## config.mk

```make
export PLATFORM = sky130hd
export DESIGN_NAME = rob_alloc
export DESIGN_NICKNAME = d
export VERILOG_FILES = /design/src/hw/flow_pkg.sv /design/src/hw/swb_pkg.sv /design/src/hw/rob_alloc.sv
export VERILOG_INCLUDE_DIRS = /design/src /design/src/hw
export SDC_FILE = /design/constraint.sdc
export NUM_CORES = 1
export LEC_CHECK = 0
export BUFFER_PORTS_ARGS = -buffer_cell sky130_fd_sc_hd__buf_4
export CAP_MARGIN = 15
export CELL_PAD_IN_SITES_DETAIL_PLACEMENT = 0
export CELL_PAD_IN_SITES_GLOBAL_PLACEMENT = 2
export CORE_UTILIZATION = 40
export DETAILED_ROUTE_END_ITERATION = 6
export GPL_TIMING_DRIVEN = 0
export HOLD_SLACK_MARGIN = 0.06
export PLACE_DENSITY = 0.69
export SETUP_SLACK_MARGIN = 0.05
export SLEW_MARGIN = 20
export SYNTH_ARGS = -nofsm -noshare
export SYNTH_HDL_FRONTEND = slang
export SYNTH_SLANG_ARGS = --single-unit
```

## constraint.sdc

```tcl
create_clock -name clk -period 6.3 [get_ports clk]
set_input_delay 0.63 -clock clk [delete_from_list [all_inputs] [get_ports clk]]
set_output_delay 0.63 -clock clk [all_outputs]
set_load 0.02 [all_outputs]
```

## src/hw/swb_cfg.svh

```systemverilog
`ifndef SWB_CFG_SVH
`define SWB_CFG_SVH

// slots per bank, power of two from 2 to 16
`define SWB_DEPTH 8

// fixed bank count
`define SWB_BANKS 4

// reorder id width
`define ROB_WIDTH 8

// completion word width
`define DATA_WIDTH 128

// one entry per outstanding command across all banks
`define ORD_DEPTH (`SWB_DEPTH * `SWB_BANKS)

`endif
```

## src/hw/flow_pkg.sv

```systemverilog
`include "swb_cfg.svh"

package flow_pkg;

   // must reach SWB_DEPTH itself
   typedef logic [$clog2(`SWB_DEPTH + 1)-1:0] crdt_cnt_t;

   // order queue pointer
   typedef logic [$clog2(`ORD_DEPTH)-1:0] ord_ptr_t;

   // swb output register state
   typedef enum logic {
      CH_IDLE,
      CH_HOLD
   } ch_state_e;

endpackage

```

## src/hw/swb_pkg.sv

```systemverilog
`include "swb_cfg.svh"

package swb_pkg;

   // completion payload
   typedef logic [`DATA_WIDTH-1:0] data_t;

   // reorder id, zero padded above the bank field
   // layout is {zeros, bank, slot}
   typedef logic [`ROB_WIDTH-1:0] rob_id_t;

   // slot index inside one bank
   typedef logic [$clog2(`SWB_DEPTH)-1:0] swb_id_t;

   // bank number
   typedef logic [$clog2(`SWB_BANKS)-1:0] bank_id_t;

endpackage

```

## src/hw/rob_alloc.sv

```systemverilog
`timescale 1ns/100ps

`include "swb_cfg.svh"

module rob_alloc (
   input  logic                   clk,
   input  logic                   i_arst_n,
   input  logic                   i_cmd_valid,
   input  swb_pkg::bank_id_t      i_cmd_bank_id,
   input  logic                   i_kob_ack,
   input  logic [`SWB_BANKS-1:0]  i_crdt_rtn,
   output logic                   o_cmd_ready,
   output logic                   o_mem_req_valid,
   output swb_pkg::bank_id_t      o_mem_req_bank_id,
   output swb_pkg::rob_id_t       o_mem_req_rob_id,
   output logic                   o_kob_req,
   output swb_pkg::bank_id_t      o_kob_bank_id
);

   localparam int CNT_W = $clog2(`ORD_DEPTH + 1);

   flow_pkg::crdt_cnt_t   crdt      [`SWB_BANKS];
   swb_pkg::swb_id_t      alloc_ptr [`SWB_BANKS];
   logic [`SWB_BANKS-1:0] bank_take;

   // bank ids in command order
   swb_pkg::bank_id_t     ord_q [`ORD_DEPTH];
   flow_pkg::ord_ptr_t    ord_wr_ptr;
   flow_pkg::ord_ptr_t    ord_rd_ptr;
   logic [CNT_W-1:0]      ord_cnt;
   logic                  ord_full;
   logic                  accept;
   logic                  pop;

   assign ord_full      = (ord_cnt == CNT_W'(`ORD_DEPTH));
   assign o_cmd_ready   = (crdt[i_cmd_bank_id] != '0) & ~ord_full;
   assign accept        = i_cmd_valid & o_cmd_ready;

   // queue head drives the release
   assign o_kob_req     = (ord_cnt != '0);
   assign o_kob_bank_id = ord_q[ord_rd_ptr];
   assign pop           = o_kob_req & i_kob_ack;

   always_comb begin
      bank_take = '0;
      bank_take[i_cmd_bank_id] = accept;
   end

   // credits and slot allocation per bank
   always_ff @(posedge clk or negedge i_arst_n) begin
      if (!i_arst_n) begin
         for (int b = 0; b < `SWB_BANKS; b++) begin
            crdt[b]      <= flow_pkg::crdt_cnt_t'(`SWB_DEPTH);
            alloc_ptr[b] <= '0;
         end
      end else begin
         for (int b = 0; b < `SWB_BANKS; b++) begin
            case ({bank_take[b], i_crdt_rtn[b]})
               2'b10:   crdt[b] <= crdt[b] - 1'b1;
               2'b01:   crdt[b] <= crdt[b] + 1'b1;
               default: crdt[b] <= crdt[b];
            endcase
            if (bank_take[b]) begin
               alloc_ptr[b] <= alloc_ptr[b] + 1'b1;
            end
         end
      end
   end

   always_ff @(posedge clk or negedge i_arst_n) begin
      if (!i_arst_n) begin
         o_mem_req_valid <= 1'b0;
         ord_wr_ptr      <= '0;
         ord_rd_ptr      <= '0;
         ord_cnt         <= '0;
      end else begin
         o_mem_req_valid <= accept;
         if (accept) begin
            ord_wr_ptr <= ord_wr_ptr + 1'b1;
         end
         if (pop) begin
            ord_rd_ptr <= ord_rd_ptr + 1'b1;
         end
         case ({accept, pop})
            2'b10:   ord_cnt <= ord_cnt + 1'b1;
            2'b01:   ord_cnt <= ord_cnt - 1'b1;
            default: ord_cnt <= ord_cnt;
         endcase
      end
   end

   always_ff @(posedge clk) begin
      if (accept) begin
         ord_q[ord_wr_ptr] <= i_cmd_bank_id;
         o_mem_req_bank_id <= i_cmd_bank_id;
         // id is {bank, slot}, zero extended
         o_mem_req_rob_id  <= swb_pkg::rob_id_t'({i_cmd_bank_id, alloc_ptr[i_cmd_bank_id]});
      end
   end

   for (genvar b = 0; b < `SWB_BANKS; b++) begin : g_crdt_chk
      a_crdt_max: assert property (
         @(posedge clk) disable iff (!i_arst_n)
         crdt[b] <= flow_pkg::crdt_cnt_t'(`SWB_DEPTH)
      ) else $error("rob_alloc: credit overflow on bank %0d", b);
   end

   a_pop_not_empty: assert property (
      @(posedge clk) disable iff (!i_arst_n)
      i_kob_ack |-> o_kob_req
   ) else $error("rob_alloc: order queue popped while empty");

endmodule

```

Yosys cells after proc, flatten, opt, wreduce, memory -nomap -nowiden
Memories as Yosys holds them, arrays and structs flattened. Index checks and enable logic that the tools add are counted.

Output and inout port bits: 15. Word-level logic and storage cells: 74. Flip-flop bits (word level): 52. Bits in writable memories: 64. Input port bits: 10. Memories: 1.

Reduce and logical (&&, ||, !) cells: 8. Eq/ne operators: 11. Bitwise operators: 6. Add/subtract/negate cells: 16. $lt $le $gt $ge: 3. Mux-type cells: 15.

Memories: ord_q (words 32, width 2, read ports 1, clocked after memory_dff 0, write ports 1, line rob_alloc.sv:27) `` swb_pkg::bank_id_t ord_q [`ORD_DEPTH]; ``.

Operators with widths (count): $pmux W4 S2 (4); $add A4 B1 Y4 const B (4); $sub A4 B1 Y4 const B (4); $add A3 B1 Y3 const B (4); $pmux W6 S2 (1); $add A5 B1 Y5 const B (2); $eq A2 B1 Y1 const B (5); $eq A2 B2 Y1 const B (5); $reduce_bool A2 Y1 (5); $bmux W4 S2 (1); $mux W4 (2); $add A6 B1 Y6 const B (1); $bmux W3 S2 (1); $eq A6 B6 Y1 const B (1); $mux W3 (2); $reduce_bool A6 Y1 (1); $sub A6 B1 Y6 const B (1); $and A4 B4 Y4 (1); $reduce_bool A4 Y1 (1); $and A1 B1 Y1 (3); $ge A3 B3 Y1 const B (1); $lt A2 B3 Y1 const B (1); $mux W1 (3); $not A2 Y3 (1); other kinds (4) (4).

Longest topological paths before layout
Depth in word-level cells: 10. Gate-level depth with buffers: 13. Gate-level depth less buffers: 10.

Least setup slack after synthesis
No wires, ideal clock.

Kind: input -> register. From: input i_cmd_bank_id[0]. To: register ord_cnt[5]. Path buffers: 2. Setup time: 0.125 ns. Stages on the path: 12. Required time: 6.175 ns. Setup slack: 2.773 ns. Arrival time: 3.401 ns. Cells stage by stage: clkbuf_1 > nor2b_1 > a22oi_2 > and3_1 > buf_6 > inv_1 > ha_1 > ha_1 > a211o_1 > nand3_1 > or4b_2 > xor2_1.

Cells in the longest elaborated chain, start to end: 9. Elaborated cells on any way between the ends: 11. Those cells by class: 2 x eq/ne; 4 x mux; 3 x bitwise; 2 x reduce/logical.

Ends and longest elaborated chain: from (decl) (line rob_alloc.sv:9) `input swb_pkg::bank_id_t i_cmd_bank_id,`; $not A2 Y3 (not written as such) * (line rob_alloc.sv:36) `assign o_cmd_ready = (crdt[i_cmd_bank_id] != '0) & ~ord_full;`; $bmux W4 S2 * (line rob_alloc.sv:36); $mux W4 (not written as such) * (2 in a row) (line rob_alloc.sv:36); $reduce_bool A4 Y1 * (line rob_alloc.sv:36); $and A1 B1 Y1 * (line rob_alloc.sv:36); $and A1 B1 Y1 * (line rob_alloc.sv:37) `assign accept = i_cmd_valid & o_cmd_ready;`; net accept (line rob_alloc.sv:32) `logic accept;`; $eq A2 B1 Y1 or $eq A2 B2 Y1 (tied branches) (line rob_alloc.sv:84) `case ({accept, pop})`; $pmux W6 S2 or $reduce_bool A2 Y1 (tied branches); to (signal assigned) (line rob_alloc.sv:85) `2'b10: ord_cnt <= ord_cnt + 1'b1;`; to (signal assigned) (line rob_alloc.sv:86) `2'b01: ord_cnt <= ord_cnt - 1'b1;`; to (signal assigned) (line rob_alloc.sv:87) `default: ord_cnt <= ord_cnt;`; to (decl) (line rob_alloc.sv:30) `logic [CNT_W-1:0] ord_cnt;`.

Mark *: on every way through the listed nets, which the timed path passes. The rest lies on a longest branch. The select of a mux whose other input is x is not followed. A chain may end at the register's enable or synchronous reset.

Worst setup path after layout
Ends and elaborated chain as after synthesis.

==> metrics.log <==
INFO  metric cap_violations = 0
INFO  metric cts-buffers-inserted = 17
INFO  metric worst_path_max_delay_cell = sky130_fd_sc_hd__or4b_2
INFO  metric critical_path_start_end_classification = in -> reg
INFO  metric synth_async_sr_flop_share = 0.395
INFO  metric drt-wirelength-per-cell = 16.7 um
INFO  metric cell_internal_pwr = about 2300 uW
INFO  metric ctsHtreeMaxLevel = 4
INFO  metric synth_edf_count = 69
INFO  metric place_hpwl = between 7000 and 8000 um
INFO  metric netlist_area_before_placement = 0.00557 sq mm
INFO  metric post_detailed_route_drc_marker_count = 0
INFO  metric r2r_end = ord_cnt[5]$_DFFE_PN0P_
INFO  metric globalplace.congestion = between 0.7 and 0.8
INFO  metric setup_total_negative_slack = 0 ns
INFO  metric end_kind = register
INFO  metric num-nets-final = between 500 and 600
INFO  metric area_growth = 18.6%
INFO  metric worst_ir_drop_vdd = roughly 0.00021 V
INFO  metric io_pins = 25
INFO  metric ff2ff_path_depth = 12
INFO  metric clock_sinks = 114
INFO  metric antenna_cells_inserted = 0
INFO  metric req_time_crit_path = 6.59 ns
INFO  metric p_leak = 0.00256 uW
INFO  metric overflow = 0
INFO  metric die_height = 120 um
INFO  metric cts_max_path_buffers = 2
INFO  metric cts_setup_buffers = 0
INFO  metric layout_worst_path_cycle_share = 0.609
INFO  metric setup-violations-final = 0
INFO  metric sw_frac_of_total = 0.321
INFO  metric slew_violations = 0
INFO  metric worst_reg2reg_path_startpoint = crdt[0]$_DFFE_PN0P_
INFO  metric holdBufCountCts = 0
INFO  metric cts_root_buf = sky130_fd_sc_hd__clkbuf_16
INFO  metric grt_pass1_vias = 3444
INFO  metric critical_path.most_common_cell = sky130_fd_sc_hd__ha_1
INFO  metric ff2ff_setup_slack = 2.62 ns
INFO  metric ys_seq_area_frac = 0.575
INFO  metric core_area = 0.0134 sq mm
INFO  metric run_status = finished, final reports clean
INFO  metric report.final.hold_viol_count = 0
INFO  metric routed_wire_length = between 10000 and 15000 um
INFO  metric die-area = 0.0144 sq mm
INFO  metric die-width = 120 um
INFO  metric starting_utilization_of_the_core_area = 0.415
INFO  metric place_worst_setup_slack = about 2 ns
INFO  metric fin_crit = 3.84 ns
INFO  metric p_switching = 1070 uW
INFO  metric drt_iter0_markers = about 150
INFO  metric largest_net_degree_at_the_start_of_global_routing = 46
INFO  metric netlist_instances = 418
INFO  metric synth-seq-cells = 114
INFO  metric worstPathCellList = buf_4, clkbuf_1, nor2b_1, a22oi_2, and3_1, buf_6, inv_1, ha_1, ha_1, a211o_1, nand3_1, or4b_2, xor2_1
INFO  metric critPathMaxFanout = 34
INFO  metric number_of_antenna_violations_at_the_first_check_in_global_routing = 0
INFO  metric cpPeakStageDelay = 0.61 ns
INFO  metric final_clock_skew = about 0.0072 ns
INFO  metric power-per-cell-area = 504 mW/mm^2
INFO  metric rsz_0062_raised_after_global_routing = false
INFO  metric dr_total_vias = 3293
INFO  metric postCtsResizedCells = 0
INFO  metric critPathArrivalTime = 4.13 ns
INFO  metric numPortBuffers = 21
INFO  metric max_slew_margin = 0.571
INFO  metric timing.critical_path.from_type = input port
INFO  metric antenna_violating_nets_post_route = 0
INFO  metric rows = 42
INFO  metric tritoncts = yes
INFO  metric grt_pass1_wl = 17900 um
INFO  metric drt-vias-per-instance = 5.07
INFO  metric critPathLaunch = i_cmd_bank_id[0]
INFO  metric p_seq_frac = 0.347
INFO  metric postSynthAreaPerCell = approximately 13 sq um
INFO  metric p_clk_frac = 0.317
INFO  metric layout-drive-gt1-share = 0.199
INFO  metric detailedRoute.firstPassIterationCount = 4
INFO  metric setup_ws = roughly 2.5 ns
INFO  metric path_clk_slew = around 0.05 ns
INFO  metric yosysUniqueCellTypes = 51
INFO  metric ys.warnings.count = 0
INFO  metric synth-main-ff-cell = sky130_fd_sc_hd__edfxtp_1
INFO  metric max_freq = 0.260 GHz
INFO  metric grt_usage = 0.170
INFO  metric worstHoldPathType = in -> async
INFO  metric clock_insertion_delay_worst_skew = 0.41 ns
INFO  metric pwr-share-comb = 0.336
INFO  metric transition_time_of_the_tightest_slew_check_pin = 0.642 ns
## power groups by stage
stage	Combinational, uW	Clock, uW	Sequential [uW]
final	1120	1060	1150
after global routing	1260	1110	1190
after CTS	1140	1080	1160
after detailed placement	1130	0	1170
after global placement	1110	0	1170
after floorplan	840	0	1140
## cell usage after synthesis, drive strengths merged (6+ instances only)
cell | number | area, sq um
nand3 | 10 | 50.1
nand2 | 22 | 82.6
o21ai | 7 | 35.0
mux2i | 20 | 200
xnor2 | 26 | 228
clkbuf | 9 | 33.8
mux2 | 12 | 139
nor2 | 48 | 180
dfrtp | 41 | 1030
a21oi | 10 | 50.1
edfxtp | 69 | 2070
nand4 | 11 | 68.8
xor2 | 7 | 61.3
inv | 12 | 45.0
mux4 | 11 | 248
ha | 26 | 325
buf | 12 | 82.6
a21o | 6 | 45.0
## sequential cells by signal, summed over array words and instances, names as in the netlist
| register | flops |
|---|---|
| ord_q | 64 |
| crdt | 16 |
| alloc_ptr | 12 |
| ord_cnt | 6 |
| ord_rd_ptr | 5 |
| ord_wr_ptr | 5 |
| o_mem_req_rob_id | 3 |
| o_mem_req_bank_id | 2 |
| o_mem_req_valid | 1 |
## logic make-up (layout without fill, tap and decap cells)
kind of cell,count (synthesis),in the layout,share of synthesized area
buf+inv,33,86,0.0290
simple gates,124,124,0.111
mux,43,43,0.105
compound gates,39,39,0.0499
fa+ha+maj,31,31,0.0764
other cells,1,3,0.000674
xor+xnor,33,33,0.0519
flops,114,114,0.575
## worst max-delay path by stage
stage                                        end  slack (ns)  depth (start not counted)
final                     ord_cnt[5]$_DFFE_PN0P_        2.46                         13
after detailed placement  ord_cnt[5]$_DFFE_PN0P_        2.00                         13
after CTS                 ord_cnt[5]$_DFFE_PN0P_        2.44                         13
after global placement    ord_cnt[5]$_DFFE_PN0P_        2.02                         13
after global routing      ord_cnt[5]$_DFFE_PN0P_        2.15                         13
after floorplan           ord_cnt[5]$_DFFE_PN0P_        2.77                         12
## area by class of cell
cell class                 instances  area (sq um)
buffer                            21           116
clock buffer                      19           433
clock inverter                    13           215
fill                            1171          6800
inverter                          12          45.0
multi-input combinational        273          2210
sequential                       114          3200
tap                              176           220
timing repair buffer              21           158
## placed cells by master (no fill, tap or decap), types with 3 or more instances in the layout
| cell type | instances |
|---|---|
| sky130_fd_sc_hd__nor4_1 | 4 |
| sky130_fd_sc_hd__and3_1 | 3 |
| sky130_fd_sc_hd__nor2b_1 | 5 |
| sky130_fd_sc_hd__edfxtp_1 | 69 |
| sky130_fd_sc_hd__xor2_1 | 7 |
| sky130_fd_sc_hd__o21ai_0 | 7 |
| sky130_fd_sc_hd__a21o_1 | 6 |
| sky130_fd_sc_hd__conb_1 | 3 |
| sky130_fd_sc_hd__dfstp_2 | 4 |
| sky130_fd_sc_hd__nand2_1 | 22 |
| sky130_fd_sc_hd__clkinv_2 | 4 |
| sky130_fd_sc_hd__nand3_1 | 10 |
| sky130_fd_sc_hd__nor2_1 | 48 |
| sky130_fd_sc_hd__bufinv_16 | 6 |
| sky130_fd_sc_hd__fa_1 | 5 |
| sky130_fd_sc_hd__mux2_2 | 11 |
| sky130_fd_sc_hd__clkbuf_16 | 17 |
| sky130_fd_sc_hd__nand3b_1 | 3 |
| sky130_fd_sc_hd__o2111ai_1 | 3 |
| sky130_fd_sc_hd__xnor2_1 | 26 |
| sky130_fd_sc_hd__ha_1 | 26 |
| sky130_fd_sc_hd__buf_4 | 26 |
| sky130_fd_sc_hd__buf_2 | 3 |
| sky130_fd_sc_hd__or4_1 | 3 |
| sky130_fd_sc_hd__inv_1 | 12 |
| sky130_fd_sc_hd__mux2i_1 | 20 |
| sky130_fd_sc_hd__clkbuf_1 | 11 |
| sky130_fd_sc_hd__nand4_1 | 11 |
| sky130_fd_sc_hd__dfrtp_1 | 41 |
| sky130_fd_sc_hd__mux4_2 | 11 |
| sky130_fd_sc_hd__a21oi_1 | 10 |
## stage by stage
step	instances	total power, uW	utilization	hold slack [ns]	cell area (sq um)
2_1_floorplan	420	1980	-	0.334	5570
3_3_place_gp	617	2280	0.444	0.462	5950
3_5_place_dp	617	2300	0.444	0.461	5950
4_1_cts	649	3380	0.493	0.241	6600
5_1_grt	649	3550	0.493	0.264	6600
6_report	649	3330	0.493	0.229	6600
## metal layers
metal  share of wire  GRT usage
met4           0.017     0.0672
met3           0.040     0.0556
met5               0          0
met1            0.43      0.201
met2            0.51      0.286
## critical path, delay by kind of cell
family / cells / cell delay (ns)
buf+inv: 4 / 0.91
simple gates: 4 / 1.05
fa+ha+maj: 2 / 0.65
compound gates: 2 / 0.70
xor+xnor: 1 / 0.17
(Power assumes the default switching activity.)
