**config.mk**
```make
export PLATFORM = sky130hd
export DESIGN_NAME = swb_group
export DESIGN_NICKNAME = d
export VERILOG_FILES = /design/src/hw/flow_pkg.sv /design/src/hw/swb_pkg.sv /design/src/hw/swb_group.sv /design/src/hw/swb.sv
export VERILOG_INCLUDE_DIRS = /design/src /design/src/hw
export SDC_FILE = /design/constraint.sdc
export NUM_CORES = 2
export LEC_CHECK = 0
export ABC_AREA = 1
export CAP_MARGIN = 20
export CORE_ASPECT_RATIO = 0.5
export CORE_UTILIZATION = 44
export CTS_CLUSTER_DIAMETER = 60
export DETAILED_ROUTE_END_ITERATION = 12
export DONT_BUFFER_PORTS = 1
export PLACE_DENSITY_LB_ADDON = 0.3
export SLEW_MARGIN = 20
export SYNTH_ARGS = -nofsm -noshare
export SYNTH_HDL_FRONTEND = slang
export SYNTH_SLANG_ARGS = --single-unit
export TNS_END_PERCENT = 20
```
**constraint.sdc**
```tcl
create_clock -name clk -period 9.9 [get_ports clk]
set_clock_uncertainty 0.05 [all_clocks]
set_input_delay 2.475 -clock clk [delete_from_list [all_inputs] [get_ports clk]]
set_output_delay 2.475 -clock clk [all_outputs]
set_load 0.05 [all_outputs]
```
**src/hw/swb_cfg.svh**
```systemverilog
`ifndef SWB_CFG_SVH
`define SWB_CFG_SVH

// slots per bank, power of two from 2 to 16
`define SWB_DEPTH 8

// fixed bank count
`define SWB_BANKS 4

// reorder id width
`define ROB_WIDTH 8

// completion word width
`define DATA_WIDTH 128

// one entry per outstanding command across all banks
`define ORD_DEPTH (`SWB_DEPTH * `SWB_BANKS)

`endif
```
**src/hw/flow_pkg.sv**
```systemverilog
`include "swb_cfg.svh"

package flow_pkg;

   // must reach SWB_DEPTH itself
   typedef logic [$clog2(`SWB_DEPTH + 1)-1:0] crdt_cnt_t;

   // order queue pointer
   typedef logic [$clog2(`ORD_DEPTH)-1:0] ord_ptr_t;

   // swb output register state
   typedef enum logic {
      CH_IDLE,
      CH_HOLD
   } ch_state_e;

endpackage

```
**src/hw/swb_pkg.sv**
```systemverilog
`include "swb_cfg.svh"

package swb_pkg;

   // completion payload
   typedef logic [`DATA_WIDTH-1:0] data_t;

   // reorder id, zero padded above the bank field
   // layout is {zeros, bank, slot}
   typedef logic [`ROB_WIDTH-1:0] rob_id_t;

   // slot index inside one bank
   typedef logic [$clog2(`SWB_DEPTH)-1:0] swb_id_t;

   // bank number
   typedef logic [$clog2(`SWB_BANKS)-1:0] bank_id_t;

endpackage

```
**src/hw/swb_group.sv**
```systemverilog
`timescale 1ns/100ps

`include "swb_cfg.svh"

module swb_group (
   input  logic                   clk,
   input  logic                   i_arst_n,
   input  logic                   i_kob_req,
   input  swb_pkg::bank_id_t      i_kob_bank_id,
   input  logic                   i_rc_valid,
   input  swb_pkg::rob_id_t       i_rc_rob_id,
   input  swb_pkg::bank_id_t      i_rc_bank_id,
   input  swb_pkg::data_t         i_rc_data,
   input  logic                   i_ch_ready,
   output logic                   o_kob_ack,
   output logic                   o_ch_valid,
   output swb_pkg::data_t         o_ch_data,
   output logic [`SWB_BANKS-1:0]  o_crdt_rtn
);

   localparam int SLOT_W = $bits(swb_pkg::swb_id_t);

   logic [`SWB_BANKS-1:0] bank_kob_req;
   logic [`SWB_BANKS-1:0] bank_kob_ack;
   logic [`SWB_BANKS-1:0] bank_rc_valid;
   logic [`SWB_BANKS-1:0] bank_ch_valid;
   swb_pkg::data_t        bank_ch_data [`SWB_BANKS];
   swb_pkg::swb_id_t      rc_swb_id;
   logic                  ch_block;

   // slot index is the low part of the reorder id
   assign rc_swb_id = i_rc_rob_id[SLOT_W-1:0];

   // per bank decode
   always_comb begin
      bank_kob_req  = '0;
      bank_rc_valid = '0;
      for (int b = 0; b < `SWB_BANKS; b++) begin
         if (i_kob_bank_id == swb_pkg::bank_id_t'(b)) begin
            bank_kob_req[b] = i_kob_req;
         end
         if (i_rc_bank_id == swb_pkg::bank_id_t'(b)) begin
            bank_rc_valid[b] = i_rc_valid;
         end
      end
   end

   // only the selected bank sees a request
   assign o_kob_ack = |bank_kob_ack;

   for (genvar b = 0; b < `SWB_BANKS; b++) begin : g_bank
      swb u_swb (
         .clk         (clk),
         .i_arst_n    (i_arst_n),
         .i_kob_req   (bank_kob_req[b]),
         .i_rc_valid  (bank_rc_valid[b]),
         .i_rc_swb_id (rc_swb_id),
         .i_rc_data   (i_rc_data),
         .i_ch_ready  (i_ch_ready),
         .i_ch_block  (ch_block),
         .o_kob_ack   (bank_kob_ack[b]),
         .o_ch_valid  (bank_ch_valid[b]),
         .o_ch_data   (bank_ch_data[b]),
         .o_crdt_rtn  (o_crdt_rtn[b])
      );
   end

   // channel merge
   assign o_ch_valid = |bank_ch_valid;
   assign ch_block   = o_ch_valid;

   always_comb begin
      o_ch_data = bank_ch_data[0];
      for (int b = 1; b < `SWB_BANKS; b++) begin
         if (bank_ch_valid[b]) begin
            o_ch_data = bank_ch_data[b];
         end
      end
   end

   a_one_owner: assert property (
      @(posedge clk) disable iff (!i_arst_n)
      $onehot0(bank_ch_valid)
   ) else $error("swb_group: more than one bank drives the channel");

   // returned id must carry the bank it was issued for
   a_rob_bank_match: assert property (
      @(posedge clk) disable iff (!i_arst_n)
      i_rc_valid |-> ((i_rc_rob_id >> SLOT_W) == swb_pkg::rob_id_t'(i_rc_bank_id))
   ) else $error("swb_group: reorder id does not match completion bank");

endmodule

```
**src/hw/swb.sv**
```systemverilog
`timescale 1ns/100ps

`include "swb_cfg.svh"

module swb (
   input  logic              clk,
   input  logic              i_arst_n,
   input  logic              i_kob_req,
   input  logic              i_rc_valid,
   input  swb_pkg::swb_id_t  i_rc_swb_id,
   input  swb_pkg::data_t    i_rc_data,
   input  logic              i_ch_ready,
   input  logic              i_ch_block,
   output logic              o_kob_ack,
   output logic              o_ch_valid,
   output swb_pkg::data_t    o_ch_data,
   output logic              o_crdt_rtn
);

   // slot storage
   swb_pkg::data_t        slot_data [`SWB_DEPTH];
   logic [`SWB_DEPTH-1:0] slot_full;

   // next slot to leave in command order
   swb_pkg::swb_id_t      rd_ptr;

   flow_pkg::ch_state_e   state;
   flow_pkg::ch_state_e   state_nxt;
   logic                  ch_fire;

   // release only when head slot is filled and channel is free
   assign o_kob_ack  = i_kob_req & slot_full[rd_ptr] & ~i_ch_block;

   assign o_ch_valid = (state == flow_pkg::CH_HOLD);
   assign ch_fire    = o_ch_valid & i_ch_ready;

   always_comb begin
      state_nxt = state;
      case (state)
         flow_pkg::CH_IDLE: begin
            if (o_kob_ack) begin
               state_nxt = flow_pkg::CH_HOLD;
            end
         end
         flow_pkg::CH_HOLD: begin
            // word stays put until the channel takes it
            if (i_ch_ready) begin
               state_nxt = flow_pkg::CH_IDLE;
            end
         end
         default: begin
            state_nxt = flow_pkg::CH_IDLE;
         end
      endcase
   end

   always_ff @(posedge clk or negedge i_arst_n) begin
      if (!i_arst_n) begin
         state      <= flow_pkg::CH_IDLE;
         slot_full  <= '0;
         rd_ptr     <= '0;
         o_crdt_rtn <= 1'b0;
      end else begin
         state      <= state_nxt;
         // one credit per drained word, cycle after handshake
         o_crdt_rtn <= ch_fire;

         if (o_kob_ack) begin
            slot_full[rd_ptr] <= 1'b0;
            rd_ptr            <= rd_ptr + 1'b1;
         end

         // completion capture
         if (i_rc_valid) begin
            slot_full[i_rc_swb_id] <= 1'b1;
         end
      end
   end

   always_ff @(posedge clk) begin
      if (i_rc_valid) begin
         slot_data[i_rc_swb_id] <= i_rc_data;
      end
      if (o_kob_ack) begin
         o_ch_data <= slot_data[rd_ptr];
      end
   end

   // credits upstream must keep a bank from reusing a slot still in use
   a_no_overwrite: assert property (
      @(posedge clk) disable iff (!i_arst_n)
      i_rc_valid |-> !slot_full[i_rc_swb_id]
   ) else $error("swb: completion written into a full slot");

endmodule

```
==> Word level (Yosys, flattened, before mapping) <==
Memory sizes are Yosys's and may differ from the RTL's. A register that Yosys moved wholly into a read port is not among the register bits.
Index checks and enable logic that the tools add are counted.
{ "totals": {"out_inout_bits": 134, "memories": 4, "reg_bits": 52, "inputBits": 145, "elab_cells": 132, "latch_bits": 0, "romBits": 0, "ramBits": 4096} }
{ "op_classes": {"mux": 54, "n_shift": 0, "n_bitwise": 29, "multipliers": 0, "div_mod_pow": 0, "n_eq_ne": 6, "n_reduce_logical": 9, "magnitude_cmp": 10, "n_addsub": 4} }
{ "mem_list": {"columns": ["memory", "depth", "word_bits", "read_ports", "rd_ports_with_merged_regs", "write_ports", "line_no", "text"], "rows": [
  ["g_bank[0].u_swb.slot_data", 8, 128, 1, 1, 1, "swb.sv:21", "swb_pkg::data_t slot_data [`SWB_DEPTH];"],
  ["g_bank[1].u_swb.slot_data", 8, 128, 1, 1, 1, "swb.sv:21", null],
  ["g_bank[2].u_swb.slot_data", 8, 128, 1, 1, 1, "swb.sv:21", null],
  ["g_bank[3].u_swb.slot_data", 8, 128, 1, 1, 1, "swb.sv:21", null]
]} }
{ "ops": {"columns": ["op", "n"], "rows": [
  ["128-bit 2-to-1 mux", 3],
  ["8-bit 2-to-1 mux", 8],
  ["8-bit bitwise AND", 4],
  ["8-bit inverter", 4],
  ["8-bit OR", 4],
  ["1-bit 2-to-1 mux", 30],
  ["3-bit by 4-bit < comparator with 1-bit output (second input constant)", 5],
  ["1-bit demux with 3-bit select", 5],
  ["3-bit by 1-bit greater-or-equal comparator with 1-bit output (second input constant)", 5],
  ["3-bit by 1-bit adder with 3-bit output (second input constant)", 4],
  ["1-bit bitwise AND", 12],
  ["1-bit binary-select mux with 3-bit select", 4],
  ["2-bit equality test (second input constant)", 4],
  ["1-bit case mux with 2 select lines", 4],
  ["4-bit OR reduction", 2],
  ["1-bit logical AND", 5],
  ["1-bit inverter", 5],
  ["2-bit by 1-bit equality test with 1-bit output (second input constant)", 2],
  ["2-bit zero test", 2]
]} }

==> Logic depth before layout (Yosys ltp) <==
{ "depth": {"ltp_word": 9, "depth_mapped": 13, "mapped_depth_nobuf": 10} }

==> Cells and area by module <==
From an unflattened synthesis, not the netlist that was laid out.
{ "hier_totals": {"cells_unflattened": 12838, "area_unflattened_um2": 179229.4} }
{ "by_module_without_submodules": {"columns": ["mod", "cells_each", "instances", "area_per_inst_um2", "seq_area_each_um2"], "rows": [
  ["swb (g_bank[1].u_swb ...)", 2864, 2, 43360.3, 34918.5],
  ["swb (g_bank[0].u_swb)", 2861, 1, 43503.0, 34918.5],
  ["swb (g_bank[3].u_swb)", 2862, 1, 43309.0, 34918.5],
  ["swb_group", 1387, 1, 5696.7, 0.0]
]} }

==> Worst setup path before layout <==
No wires, ideal clock.
{ "synth_timing": {"path_kind": "input to output", "from": "input port i_kob_req", "to": "output port o_kob_ack", "setup_slack_ps": 564, "path_buffers": 0, "t_arrival_ps": 6811, "stages": 8, "t_required_ps": 7375, "path_cell_list": "inv_1 -> nor2_1 -> nand2_1 -> nor2_4 -> inv_2 -> nor2_2 -> nor2_1 -> nand2_1"} }
{ "synth_between": {"elab_chain_len": 4, "elab_cells_between_ends": 13} }
{ "synth_rtl": {"columns": ["item", "line_no", "text"], "rows": [
  ["start, declared", "swb_group.sv:8", "input logic i_kob_req,"],
  ["1-bit 2-to-1 mux", "swb_group.sv:39", "if (i_kob_bank_id == swb_pkg::bank_id_t'(b)) begin"],
  ["1-bit bitwise AND (2 in a row)", "swb.sv:32", "assign o_kob_ack = i_kob_req & slot_full[rd_ptr] & ~i_ch_block;"],
  ["via g_bank[0].u_swb.o_kob_ack", "swb.sv:14", "output logic o_kob_ack,"],
  ["4-bit OR reduction", "swb_group.sv:49", "assign o_kob_ack = |bank_kob_ack;"],
  ["end, declared", "swb_group.sv:15", "output logic o_kob_ack,"]
]} }
The timed path passes the listed nets, and every way through them passes these cells.

==> Final worst setup path <==
{ "layout_timing": {"from": "register g_bank[1].u_swb.state", "to": "output port o_ch_data[49]"} }
{ "layout_between": {"elab_chain_len": 3} }
{ "layout_rtl": {"columns": ["item", "line_no", "text"], "rows": [
  ["start, declared", "swb.sv:27", "flow_pkg::ch_state_e state;"],
  ["start signal, assigned", "swb.sv:59", "state <= flow_pkg::CH_IDLE;"],
  ["start signal, assigned", "swb.sv:64", "state <= state_nxt;"],
  ["128-bit 2-to-1 mux (3 in a row)", "swb_group.sv:75", "if (bank_ch_valid[b]) begin"],
  ["end, declared", "swb_group.sv:17", "output swb_pkg::data_t o_ch_data,"]
]} }
Every way passes these cells.

==> results_dict.tcl <==
set metrics [dict create \
    worst_pin_slew_ns 1.34 \
    crit_path_max_incr_delay_ns 0.92 \
    outcome "finished with violations" \
    num_io_pins 279 \
    drv_slew 0 \
    drive_gt1_frac 0.0726 \
    rsz0062_at_grt "no" \
    gp_congestion 0.797 \
    drtIter0Drc 11900 \
    clock_path_buffers 4 \
    required_ns 7.38 \
    max_slew_margin 0.110 \
    vias 103000 \
    cp-end-kind "output port" \
    nNetsFinal 12300 \
    grt_pass1_vias 98700 \
    place_inst 17000 \
    finalCritPeriodShare 0.737 \
    yosys.area.top_type_share 0.783 \
    syn_to_final_growth_pct 10.7 \
    antenna_found_initial 10 \
    swShare 0.339 \
    setup_viol 0 \
    synth_top_flop_cell "edfxtp_1" \
    cts.sinks 4660 \
    seqCellArea_um2 140000 \
    power.switching_uw 18400 \
    fillers 33300 \
    drtAntennaViolNets 0 \
    crit_path_max_fanout 79 \
    critical-path-top-delay-family "buffers and inverters" \
    critical_path_class "flop to output port" \
    crit_chain "buf_4, inv_8, buf_4, nand2_1, nand3_1, o21ai_0, o21ai_1" \
    grt.total_usage 0.224 \
    syn_area_um2 177000 \
    multi_input_area_um2 33400 \
    cts-root-buf "clkbuf_16" \
    drt_pass1_iterations 10 \
    post-cts-setup-buffers 0 \
    cts_resized 0 \
    yosysWarningCount 0 \
    ys_seq_area_frac 0.790 \
    core_um2 400000 \
    violations "design-rule violations" \
    initial_utilization 0.442 \
    yosysUniqueCellTypes 33 \
    insertion_delay_ns 0.95 \
    synth.avg_cell_area_um2 14.4 \
    numPortBuffers 0 \
    power_density_nw_per_um2 277 \
    combPwrFrac 0.271 \
    async_reset_ff_frac 0.0112 \
    pwr-share-seq 0.430 \
    grt_pass1_wl_um 676000 \
    dp_hpwl_um 238000 \
    tns_ns 0 \
    hold_violations 0 \
    dieArea_um2 405000 \
    synth_nets 12400 \
    clkPwrFrac 0.299 \
    vias_per_cell 5.79 \
    overflow 0 \
    fin_crit_ns 7.30 \
    instances_no_fill 17800 \
    startpoint_type "flop" \
    clk_pin_slew_ns 0.07 \
    leakage_uw 0.0620 \
    core.rowCount 164 \
    die_height_um 450 \
    yosysTopAreaCell "edfxtp_1" \
    routedWlPerCell_um 26.1 \
    synth_area_leaders "edfxtp_1, o21ai_0, nor2_1, o2111ai_1, o21a_1" \
    cts_hold_buffers 0 \
    cp_num_buf_inv 3 \
    ir_worst_vdd_v 0.000307 \
    cts_max_level 5 \
    die_w_um 899 \
    crit_top_cell "buf_4" \
    cap_violations 0 \
    routed_wl_um 465000 \
    cts_tree "done" \
    max_freq_mhz 137 \
    syn_inst 12300 \
    numCtsBuffers 422 \
    ys_seq_elements 4660 \
    drcViolationCount 9 \
    hold_class "flop to flop" \
    cp_slowest_cell "o21ai_1" \
    cp_data_arrival_time_ns 4.77 \
    synth_edf_count 4608 \
    p_int_uw 35800 \
    grt_max_degree 211 \
]
## worst paths after layout
path	from	to	slack, ns	cells after the start
max	g_bank[1].u_swb.o_ch_valid$_DFF_PN0_	o_ch_data[49]	2.60	7
min	g_bank[0].u_swb.slot_full[6]$_DFF_PN0_	g_bank[0].u_swb.slot_full[6]$_DFF_PN0_	0.44	2
max reg2reg	g_bank[3].u_swb.o_ch_valid$_DFF_PN0_	g_bank[0].u_swb.o_ch_data[12]$_DFFE_PN_	5.18	9
min reg2reg	g_bank[0].u_swb.slot_full[6]$_DFF_PN0_	g_bank[0].u_swb.slot_full[6]$_DFF_PN0_	0.44	2
max in group asynchronous	i_arst_n	g_bank[0].u_swb.rd_ptr[0]$_DFFE_PN0N_	8.47	0
min in group asynchronous	i_arst_n	g_bank[3].u_swb.slot_full[1]$_DFF_PN0_	1.19	0
## routing by layer
layer,vias up,share of wire,global-route usage
li1,45500,-,-
met1,52600,0.42,0.321
met2,4167,0.47,0.358
met3,691,0.078,0.0316
met4,0,0.029,0.0656
met5,-,0,0
## logic make-up (layout without fill, tap and decap cells)
logic type                 count (synthesis)  in the layout  synth area share
AOI/OAI and AO/OA                       3362           3362             0.113
and+or+nand+nor                         3331           3331            0.0728
xor gates and xnor gates                   6              6          0.000297
adders and majority gates                  4              4          0.000283
other                                      0              9                 0
buffers and inverters                    909           1111            0.0233
DFF                                     4660           4660             0.790
## Yosys cell counts, types with 3 or more instances
library cell / count
xnor2_1: 4
nor2_1: 2589
inv_2: 22
buf_4: 38
o211ai_1: 4
inv_1: 114
nand4_1: 8
o21bai_1: 8
dfrtp_1: 52
nor2_2: 8
a21oi_1: 10
o2111ai_1: 508
a211oi_1: 8
nand2_4: 4
nor3_1: 13
buf_6: 18
nand2_2: 3
clkbuf_2: 3
clkbuf_1: 353
nor2_4: 3
o21a_1: 508
buf_2: 336
nand3_1: 188
nand2_1: 511
o21ai_1: 191
o21ai_0: 2123
buf_1: 25
ha_1: 4
edfxtp_1: 4608
## cells in the final DEF (no fill, tap or decap), types with 10 or more instances in the layout
master	netlist	layout
edfxtp_1	4608	4608
buf_12	0	21
nand3_1	188	188
nor3_1	13	13
clkinv_1	0	79
inv_6	0	12
o2111ai_1	508	508
clkinvlp_4	0	15
inv_1	114	110
clkbuf_16	0	432
dfrtp_1	52	46
inv_8	0	10
clkinv_2	0	80
buf_4	38	202
o21ai_0	2123	2016
nor2_4	3	44
bufinv_16	0	43
nand2_1	511	508
a21oi_1	10	10
nor2_1	2589	2554
o21ai_1	191	297
inv_2	22	10
o21a_1	508	508
clkbuf_1	353	83
## cell type report
type / instances / area share
inverters: 136 / 0.00313
flip-flops and latches: 4660 / 0.714
clock buffers: 521 / 0.0572
multi-input cells: 6703 / 0.170
repair buffers: 225 / 0.0101
well taps: 5312 / 0.0340
clock inverters: 229 / 0.0114
diodes: 9 / 0.000115
## registers in the layout, indices dropped and copies added, names as in the netlist
name and count:
g_bank.u_swb.rd_ptr 12, g_bank.u_swb.slot_full 32, g_bank.u_swb.o_crdt_rtn 4, g_bank.u_swb.o_ch_valid 4
g_bank.u_swb.slot_data 4096, g_bank.u_swb.o_ch_data 512
## per-stage QoR
| step | hold slack, ns | worst slack (ns) | instance area (um2) | utilization | total power, uW |
|---|---|---|---|---|---|
| 2_1_floorplan | 0.402 | 0.564 | 177000 | - | 33700 |
| 3_3_place_gp | 0.416 | 3.05 | 182000 | 0.456 | 38200 |
| 3_5_place_dp | 0.419 | 3.06 | 182000 | 0.456 | 38400 |
| 4_1_cts | 0.434 | 2.50 | 196000 | 0.490 | 54400 |
| 5_1_grt | 0.447 | 2.43 | 196000 | 0.490 | 56300 |
| 6_report | 0.435 | 2.60 | 196000 | 0.490 | 54200 |
## worst register-to-register path, cell delays in order (launching register included)
cell and delay [ns]:
dfrtp_4 0.62, nor2_1 0.15, nand2_1 0.37, inv_2 0.35, nand2_1 0.15, nor2_4 0.33, inv_2 0.09, nor2_4 0.49
buf_4 0.77, buf_4 0.92
## power groups by stage
stage	Clock [uW]	Sequential (uW)	Combinational [uW]
2_1_floorplan	0	23600	10200
3_3_place_gp	0	23700	14400
3_5_place_dp	0	23700	14600
4_1_cts	16400	23300	14700
5_1_grt	17100	23400	15900
6_report	16200	23300	14700
Power figures use the tool's default switching activity.
